**src/common/bridge_pkg.sv**
```systemverilog
//**************************************************************************
// Shared widths, DCCM window, AHB and AXI codes for the AHB to AXI bridge
// Single-beat transfers only; one 64-bit AXI data lane
//**************************************************************************
package bridge_pkg;

   // Bus widths
   localparam int addr_w = 32;
   localparam int data_w = 64;
   localparam int strb_w = data_w / 8;             // One strobe per byte lane

   // DCCM window, the only legal target
   localparam logic [addr_w-1:0] dccm_base = 32'hF004_0000;
   localparam logic [addr_w-1:0] dccm_size = 32'h0001_0000;   // 64 KB

   // AHB transfer types
   localparam logic [1:0] htrans_idle   = 2'b00;
   localparam logic [1:0] htrans_busy   = 2'b01;
   localparam logic [1:0] htrans_nonseq = 2'b10;

   // AHB and AXI size codes share one encoding
   localparam logic [2:0] hsize_byte  = 3'd0;
   localparam logic [2:0] hsize_half  = 3'd1;
   localparam logic [2:0] hsize_word  = 3'd2;
   localparam logic [2:0] hsize_dword = 3'd3;

   localparam logic [1:0] axi_resp_okay = 2'b00;

   // Slave FSM states
   typedef enum logic [1:0] {
      idle = 2'b00,                                // Nothing accepted
      wr   = 2'b01,                                // Write data phase
      rd   = 2'b10,                                // Read waiting for the buffer
      pend = 2'b11                                 // Read issued, waiting on rvalid
   } buf_state_t;

   //***********************************************************************
   // Channel payloads
   //***********************************************************************
   typedef struct packed {
      logic [addr_w-1:0] haddr;
      logic [2:0]        hsize;
      logic              hwrite;
   } ahb_req_t;                                    // 36 bits

   typedef struct packed {
      logic [addr_w-1:0] addr;
      logic [2:0]        size;
   } axi_addr_t;                                   // Shared by AW and AR

   typedef struct packed {
      logic [data_w-1:0] data;
      logic [strb_w-1:0] strb;
   } axi_w_t;

   typedef struct packed {
      logic [data_w-1:0] data;
      logic [1:0]        resp;
   } axi_r_t;

endpackage

```
**src/ahb/ahb_req_decode.sv**
```systemverilog
//**************************************************************************
// Pure combinational check of the registered AHB request
// Anything outside the DCCM window is rejected; DCCM writes need word or
// doubleword size; every access must be aligned to its size
//**************************************************************************
`timescale 1ns/1ps

module ahb_req_decode (
   input  bridge_pkg::ahb_req_t               req,
   output logic                               req_err,
   output logic [bridge_pkg::strb_w-1:0]      wstrb
);

   logic in_dccm;                                  // Address hits the DCCM window
   logic size_err;                                 // DCCM write narrower than a word
   logic align_err;                                // Address not a multiple of the size

   // Window is inclusive of the last byte
   assign in_dccm = (req.haddr >= bridge_pkg::dccm_base) &&
                    (req.haddr <= bridge_pkg::dccm_base + bridge_pkg::dccm_size - 32'd1);

   assign size_err = in_dccm & req.hwrite &
                     ~((req.hsize == bridge_pkg::hsize_word) |
                       (req.hsize == bridge_pkg::hsize_dword));

   always_comb begin
      case (req.hsize)
         bridge_pkg::hsize_half:  align_err = req.haddr[0];
         bridge_pkg::hsize_word:  align_err = |req.haddr[1:0];
         bridge_pkg::hsize_dword: align_err = |req.haddr[2:0];
         default:                 align_err = 1'b0;   // Bytes are always aligned
      endcase
   end

   assign req_err = ~in_dccm | size_err | align_err;

   //***********************************************************************
   // Write strobes as a lane run shifted by the low address bits
   //***********************************************************************
   always_comb begin
      case (req.hsize)
         bridge_pkg::hsize_byte: wstrb = 8'b0000_0001 << req.haddr[2:0];
         bridge_pkg::hsize_half: wstrb = 8'b0000_0011 << req.haddr[2:0];
         bridge_pkg::hsize_word: wstrb = 8'b0000_1111 << req.haddr[2:0];
         default:                wstrb = 8'b1111_1111;   // Doubleword fills the lane
      endcase
   end

endmodule

```
**src/ahb/ahb_slave_ctrl.sv**
```systemverilog
//**************************************************************************
// AHB-Lite slave side of the bridge, one transfer in flight at a time
// Reads block the bus until rvalid; rready is assumed always high downstream
// Errors follow the two-cycle AHB response
//**************************************************************************
`timescale 1ns/1ps

module ahb_slave_ctrl (
   input  logic                               ahb_clk,
   input  logic                               rst,
   input  logic [bridge_pkg::addr_w-1:0]      haddr,
   input  logic [2:0]                         hsize,
   input  logic [1:0]                         htrans,
   input  logic                               hwrite,
   input  logic                               hsel,
   input  logic                               hreadyin,
   output logic                               hreadyout,
   output logic                               hresp,
   output logic [bridge_pkg::data_w-1:0]      hrdata,
   output bridge_pkg::ahb_req_t               req,
   input  logic                               req_err,
   output logic                               cmd_load,
   input  logic                               cmd_full,
   input  logic                               rvalid,
   input  bridge_pkg::axi_r_t                 r
);

   bridge_pkg::buf_state_t state, state_nxt;
   logic                   state_en;

   logic       hready;                             // Bus-wide ready seen by this slave
   logic       accept;                             // Address phase taken this edge
   logic [1:0] htrans_q;                           // Transfer type of the last edge
   logic       hresp_q;
   logic       hready_q;
   logic       pending;                            // Registered request still owned
   logic       rdata_en;
   logic       read_err, read_err_in;

   assign hready = hreadyout & hreadyin;
   assign accept = hready & hsel & (htrans == bridge_pkg::htrans_nonseq);

   //***********************************************************************
   // Slave FSM
   //***********************************************************************
   always_comb begin
      state_nxt   = bridge_pkg::idle;
      state_en    = 1'b0;
      cmd_load    = 1'b0;
      rdata_en    = 1'b0;
      read_err_in = 1'b0;
      case (state)
         bridge_pkg::idle: begin
            state_nxt = hwrite ? bridge_pkg::wr : bridge_pkg::rd;
            state_en  = accept;
         end
         bridge_pkg::wr: begin
            // Data phase overlaps the next address phase
            if (hresp | ~accept) begin
               state_nxt = bridge_pkg::idle;
            end else begin
               state_nxt = hwrite ? bridge_pkg::wr : bridge_pkg::rd;
            end
            state_en = ~cmd_full | hresp;          // Hold while the buffer is busy
            cmd_load = ~cmd_full & ~hresp;         // Rejected writes never reach AXI
         end
         bridge_pkg::rd: begin
            state_nxt = hresp ? bridge_pkg::idle : bridge_pkg::pend;
            state_en  = ~cmd_full | hresp;
            cmd_load  = ~cmd_full & ~hresp;
         end
         bridge_pkg::pend: begin
            state_nxt   = bridge_pkg::idle;        // Data shown next cycle
            state_en    = rvalid;
            rdata_en    = rvalid;
            read_err_in = rvalid & (r.resp != bridge_pkg::axi_resp_okay);
         end
         default: begin
            state_nxt = bridge_pkg::idle;
            state_en  = 1'b1;
         end
      endcase
   end

   //***********************************************************************
   // AHB response
   //***********************************************************************
   assign pending = (htrans_q != bridge_pkg::htrans_idle) & (state != bridge_pkg::idle);

   // First error cycle from decode or read response, second from the flops
   assign hresp = (pending & req_err) | read_err | (hresp_q & ~hready_q);

   always_comb begin
      if (hresp) begin
         hreadyout = hresp_q & ~hready_q;          // Low first, high second
      end else begin
         hreadyout = (~cmd_full | (state == bridge_pkg::idle)) &
                     (state != bridge_pkg::rd) & (state != bridge_pkg::pend);
      end
   end

   //***********************************************************************
   // Registers
   //***********************************************************************
   always_ff @(posedge ahb_clk) begin
      if (rst) begin
         state    <= bridge_pkg::idle;
         htrans_q <= bridge_pkg::htrans_idle;
         hresp_q  <= 1'b0;
         hready_q <= 1'b1;                         // Bus comes out of reset ready
         read_err <= 1'b0;
      end else begin
         if (state_en) begin
            state <= state_nxt;
         end
         htrans_q <= hsel ? htrans : bridge_pkg::htrans_idle;
         hresp_q  <= hresp;
         hready_q <= hready;
         read_err <= read_err_in;                  // Single-cycle pulse
      end
   end

   // Address phase capture
   always_ff @(posedge ahb_clk) begin
      if (accept) begin
         req.haddr  <= haddr;
         req.hsize  <= hsize;
         req.hwrite <= hwrite;
      end
   end

   // Read data holds until the next read returns
   always_ff @(posedge ahb_clk) begin
      if (rdata_en) begin
         hrdata <= r.data;
      end
   end

endmodule

```
**src/axi/axi_cmd_buf.sv**
```systemverilog
//**************************************************************************
// One-entry AXI command buffer, fed from the AHB data phase
// wvalid moves with awvalid; the slave must raise wready with awready
// Single beat only, no write response is tracked
//**************************************************************************
`timescale 1ns/1ps

module axi_cmd_buf (
   input  logic                               ahb_clk,
   input  logic                               rst,
   input  logic                               cmd_load,
   input  bridge_pkg::ahb_req_t               req,
   input  logic [bridge_pkg::strb_w-1:0]      wstrb,
   input  logic [bridge_pkg::data_w-1:0]      hwdata,
   output logic                               cmd_full,
   output logic                               awvalid,
   input  logic                               awready,
   output bridge_pkg::axi_addr_t              aw,
   output logic                               wvalid,
   output bridge_pkg::axi_w_t                 w,
   output logic                               arvalid,
   input  logic                               arready,
   output bridge_pkg::axi_addr_t              ar
);

   logic                  cmd_vld;                 // Entry occupied
   logic                  cmd_write;               // Steers to AW/W or AR
   bridge_pkg::axi_addr_t cmd_a;
   bridge_pkg::axi_w_t    cmd_w;
   logic                  aw_hs, ar_hs;            // Handshakes this edge
   logic                  cmd_done;

   assign aw_hs    = awvalid & awready;
   assign ar_hs    = arvalid & arready;
   assign cmd_done = aw_hs | ar_hs;

   // Full only while the held command is still waiting
   assign cmd_full = cmd_vld & ~cmd_done;

   //***********************************************************************
   // Entry valid
   //***********************************************************************
   always_ff @(posedge ahb_clk) begin
      if (rst) begin
         cmd_vld <= 1'b0;
      end else if (cmd_load) begin
         cmd_vld <= 1'b1;                          // New command wins over a drain
      end else if (cmd_done) begin
         cmd_vld <= 1'b0;
      end
   end

   // Command payload
   always_ff @(posedge ahb_clk) begin
      if (cmd_load) begin
         cmd_write  <= req.hwrite;
         cmd_a.addr <= req.haddr;
         cmd_a.size <= req.hsize;
         cmd_w.strb <= wstrb;
         cmd_w.data <= hwdata;                     // Valid in the write data phase
      end
   end

   //***********************************************************************
   // Channel steering
   //***********************************************************************
   assign awvalid = cmd_vld & cmd_write;
   assign wvalid  = cmd_vld & cmd_write;           // Same beat as AW
   assign arvalid = cmd_vld & ~cmd_write;

   assign aw = cmd_a;
   assign ar = cmd_a;
   assign w  = cmd_w;

endmodule

```
**src/verilog/ahb_to_axi_bridge.sv**
```systemverilog
//**************************************************************************
// AHB-Lite slave to AXI4 master bridge for the DCCM window
// Downstream must accept read data and write responses at all times
// wready is expected to follow awready
//**************************************************************************
`timescale 1ns/1ps

module ahb_to_axi_bridge (
   input  logic                               ahb_clk,
   input  logic                               rst,

   // AHB-Lite slave
   input  logic [bridge_pkg::addr_w-1:0]      haddr,
   input  logic [2:0]                         hsize,
   input  logic [1:0]                         htrans,
   input  logic                               hwrite,
   input  logic [bridge_pkg::data_w-1:0]      hwdata,
   input  logic                               hsel,
   input  logic                               hreadyin,
   output logic                               hreadyout,
   output logic                               hresp,
   output logic [bridge_pkg::data_w-1:0]      hrdata,

   // AXI4 master
   output logic                               awvalid,
   input  logic                               awready,
   output bridge_pkg::axi_addr_t              aw,
   output logic                               wvalid,
   input  logic                               wready,   // Covered by awready
   output bridge_pkg::axi_w_t                 w,
   output logic                               arvalid,
   input  logic                               arready,
   output bridge_pkg::axi_addr_t              ar,
   input  logic                               rvalid,
   input  bridge_pkg::axi_r_t                 r
);

   bridge_pkg::ahb_req_t              req;         // Registered address phase
   logic                              req_err;
   logic [bridge_pkg::strb_w-1:0]     wstrb;
   logic                              cmd_load;
   logic                              cmd_full;

   ahb_slave_ctrl i_ahb_slave_ctrl (
      .ahb_clk   (ahb_clk),
      .rst       (rst),
      .haddr     (haddr),
      .hsize     (hsize),
      .htrans    (htrans),
      .hwrite    (hwrite),
      .hsel      (hsel),
      .hreadyin  (hreadyin),
      .hreadyout (hreadyout),
      .hresp     (hresp),
      .hrdata    (hrdata),
      .req       (req),
      .req_err   (req_err),
      .cmd_load  (cmd_load),
      .cmd_full  (cmd_full),
      .rvalid    (rvalid),
      .r         (r)
   );

   ahb_req_decode i_ahb_req_decode (
      .req     (req),
      .req_err (req_err),
      .wstrb   (wstrb)
   );

   axi_cmd_buf i_axi_cmd_buf (
      .ahb_clk  (ahb_clk),
      .rst      (rst),
      .cmd_load (cmd_load),
      .req      (req),
      .wstrb    (wstrb),
      .hwdata   (hwdata),
      .cmd_full (cmd_full),
      .awvalid  (awvalid),
      .awready  (awready),
      .aw       (aw),
      .wvalid   (wvalid),
      .w        (w),
      .arvalid  (arvalid),
      .arready  (arready),
      .ar       (ar)
   );

endmodule
```
**config.mk**
```make
export PLATFORM = sky130hd
export DESIGN_NAME = ahb_to_axi_bridge
export DESIGN_NICKNAME = d
export VERILOG_FILES = /design/src/common/bridge_pkg.sv /design/src/ahb/ahb_req_decode.sv /design/src/ahb/ahb_slave_ctrl.sv /design/src/axi/axi_cmd_buf.sv /design/src/verilog/ahb_to_axi_bridge.sv
export SDC_FILE = /design/constraint.sdc
export NUM_CORES = 1
export LEC_CHECK = 0
export BUFFER_PORTS_ARGS = -buffer_cell sky130_fd_sc_hd__buf_4
export CORE_ASPECT_RATIO = 0.5
export CORE_MARGIN = 5
export CORE_UTILIZATION = 45
export DETAILED_ROUTE_END_ITERATION = 8
export GPL_ROUTABILITY_DRIVEN = 0
export PLACE_DENSITY = 0.79
export SLEW_MARGIN = 20
export SYNTH_ARGS = -nofsm -noshare
export SYNTH_HDL_FRONTEND = slang
export SYNTH_SLANG_ARGS = --single-unit
```
**constraint.sdc**
```tcl
create_clock -name ahb_clk -period 8.6 [get_ports ahb_clk]
set_input_delay 0.86 -clock ahb_clk [delete_from_list [all_inputs] [get_ports ahb_clk]]
set_output_delay 0.86 -clock ahb_clk [all_outputs]
set_load 0.1 [all_outputs]
```
==> impl_results.md <==
* Post-synth EDFFs at ~210
* VDD IR max at ~0.28 mV
* N_diodes at 0
* Synth warn at 0
* Worst Hold Class: register to register
* Fraction of layout cells with a size suffix above 1 at 59.8%
* Met2 routed WL at approximately 10000 um
* Largest net degree at the start of global routing at around 70
* DRC violations left at 0
* Count of cell types in the netlist at 47
* Post-DP HPWL at approximately 14000 um
* Synth top area share at between 80% and 90%
* P&R area growth vs syn at 49.3%
* Post-Place Setup Slack at 4.91 ns
* Worst Hold Launch: i_ahb_slave_ctrl.req[12]$_DFFE_PP_
* H-Tree Depth at 1
* CP endpoint kind: output pin
* Synth async-reset ratio at 0%
* Max layer used: met4
* Tcrit/Tclk final at a little over a third
* Root Driver: clkbuf_16
* CP Launch Type: register
* Total I/O pin count at 387
* Average wire per standard cell at a little under 20 um
* Number of vias per cell at 4.67
* Sequential cell area at around 6400 um^2
* Final setup violating endpoints at 0
* GRT Residual Overflow at 0
* # resized after CTS at 0
* Num CTS Buffers at 20
* Sequential area share after synthesis at 87.8%
* Met1 wire length at roughly 6100 um
* Final Max Tran Viols at 0
* Starting Density at between 40 and 50%
* Die height at between 100 and 150 um
* Setup slack, reg-to-reg at about 5.6 ns
* Vias after detailed routing at around 4400
* Metal3 WL at between 1500 and 2000 um
* Die width at between 150 and 200 um
* Fmax at 321 MHz
* Mapped cell area at between 7000 and 8000 um^2
* Nets at ~900
* Final WS setup at 5.49 ns
* First-pass GRT wire length at about 27000 um
* Mapped Cells at between 300 and 400
* Worst rel slew slack at between 40 and 50%
* Clock sink count at between 200 and 250
* Synth area leader: edfxtp_1
* Status: completed
* Mean Syn Cell Area at ~21 um^2
* Synth cell count leaders: 208 x edfxtp_1, 36 x buf_4, 10 x nor2_1, 8 x dfxtp_1, 7 x nand2_1
* RSZ-0062 raised after global routing: false
* CP max FO at 3
* Die area at approximately 19000 um^2
* Worst skew pair latency at just under 0.5 ns
* Core ar. at 15700 um^2
* Gr usage total at a little under a fifth
* WL final at between 15000 and 20000 um
* CP Data Required Time at 7.74 ns
* Worst endpoint data arrival time at between 2 and 2.5 ns
* Post-Syn Nets at roughly 530
* Tightest Pin Transition at about 0.84 ns
* Number of synthesized register bits at approximately 220
* Initial antenna violation count at 0
* Worst reg2reg path startpoint: i_ahb_slave_ctrl.req[27]$_DFFE_PP_
* Clk buf depth at 3
* Worst setup startpoint: i_ahb_slave_ctrl.req[27]$_DFFE_PP_
* Multi-input logic area at just under 600 um^2
* DR pass1 iterations at 5
* Fillers at 1016
* Setup TNS at 0 ns
* Post-CTS Setup Inserts at 0
* Buffers on Ports at 385
* Pwr/cell area at 419 nW/um^2
* Vias in the first global route at around 4700
* Number of rows created at floorplan at 32
* Final hold viol count at 0
* Clk slew on worst S/H paths at ~0.07 ns
* Antenna violation net count after detailed routing at 0
* CTS Hold Bufs at 0
* Max Cap Viol at 0
* Pleak at about 4.4 nW
* Min Tclk post-route at ~3.1 ns
* Crit path kind: register to output pin
* CTS tree: built
* Cell with the most instances after synthesis: edfxtp_1
* Worst-case clock skew at around 0.014 ns
* Largest cells by area after synthesis: edfxtp_1 86%, buf_4 3.7%, dfxtp_1 2.2%
* Iteration-0 DRC count of the detailed router at around 170
* Ys flop type: edfxtp_1
## kinds of logic (layout without fill, tap and decap cells)
| logic type | count (synthesis) | after routing | share of synthesized area, % |
|---|---|---|---|
| compound gates | 35 | 35 | 3.62 |
| fa+ha+maj | 5 | 5 | 0.857 |
| buf+inv | 45 | 429 | 4.22 |
| flops | 216 | 216 | 87.8 |
| mux | 1 | 1 | 0.137 |
| simple gates | 42 | 42 | 3.36 |
## registers in the layout, indices dropped and copies added (netlist names), 2 cells and up
name / cells
i_axi_cmd_buf.w: 72
i_ahb_slave_ctrl.req: 36
i_axi_cmd_buf.ar: 35
i_ahb_slave_ctrl.htrans_q: 2
i_ahb_slave_ctrl.state: 2
i_ahb_slave_ctrl.hrdata: 64
## cell usage in the layout, fill, tap and decap left out, types with 4 or more instances in the layout
cell type	instances
edfxtp_1	208
dfxtp_1	8
clkbuf_8	4
clkbuf_16	21
a21oi_1	4
inv_1	4
buf_4	387
o21ai_0	5
nand2_1	7
or2_2	4
ha_1	5
nor2_1	9
## cell type report
cell class                 instances  share of cell area [%]
multi-input combinational         83                    5.42
tap                              221                    2.54
inverter                           5                   0.172
clock buffer                      27                    5.40
sequential                       216                    58.8
timing repair buffer             388                    26.9
clock inverter                     9                   0.770
## per-stage QoR
| stage | std cells | power (W) | hold WS, ns | cell area (um^2) | utilization (%) |
|---|---|---|---|---|---|
| 6_report | 949 | 0.00456 | 0.424 | 10900 | 69.6 |
| 5_1_grt | 949 | 0.00470 | 0.432 | 10900 | 69.6 |
| 4_1_cts | 948 | 0.00459 | 0.425 | 10900 | 69.4 |
| 3_5_place_dp | 912 | 0.00370 | 0.408 | 10200 | 65.1 |
| 3_3_place_gp | 912 | 0.00367 | 0.400 | 10200 | 65.1 |
| 2_1_floorplan | 344 | 0.00333 | 0.400 | 7300 | - |
## layer usage
layer  global-route usage (%)  up-vias
met4                     5.50        0
li1                         -     2028
met1                     19.1     2139
met5                        0        -
met3                     7.16       43
met2                     35.4      220
## path summary, 6_finish.rpt
| check | to | depth (start not counted) |
|---|---|---|
| worst min-delay path | i_axi_cmd_buf.ar[11]$_DFFE_PP_ | 0 |
| worst min register to register | i_axi_cmd_buf.ar[11]$_DFFE_PP_ | 0 |
| worst max register to register | i_axi_cmd_buf.w[19]$_DFFE_PP_ | 7 |
| worst max-delay path | hreadyout | 6 |
## critical path, stage by stage, from the launching register on
cell,delay [ns]
edfxtp_1,0.40
nor4b_1,0.38
nand4_1,0.19
a21oi_2,0.21
o21a_1,0.18
or2_2,0.12
buf_4,0.28
## report_power, final
part           internal [W]  total, W  switching [W]
logic              0.000358   0.00218        0.00182
clock network      0.000514  0.000886       0.000372
registers           0.00142   0.00150      0.0000745
No activity file was read; power rests on OpenSTA's default activity.
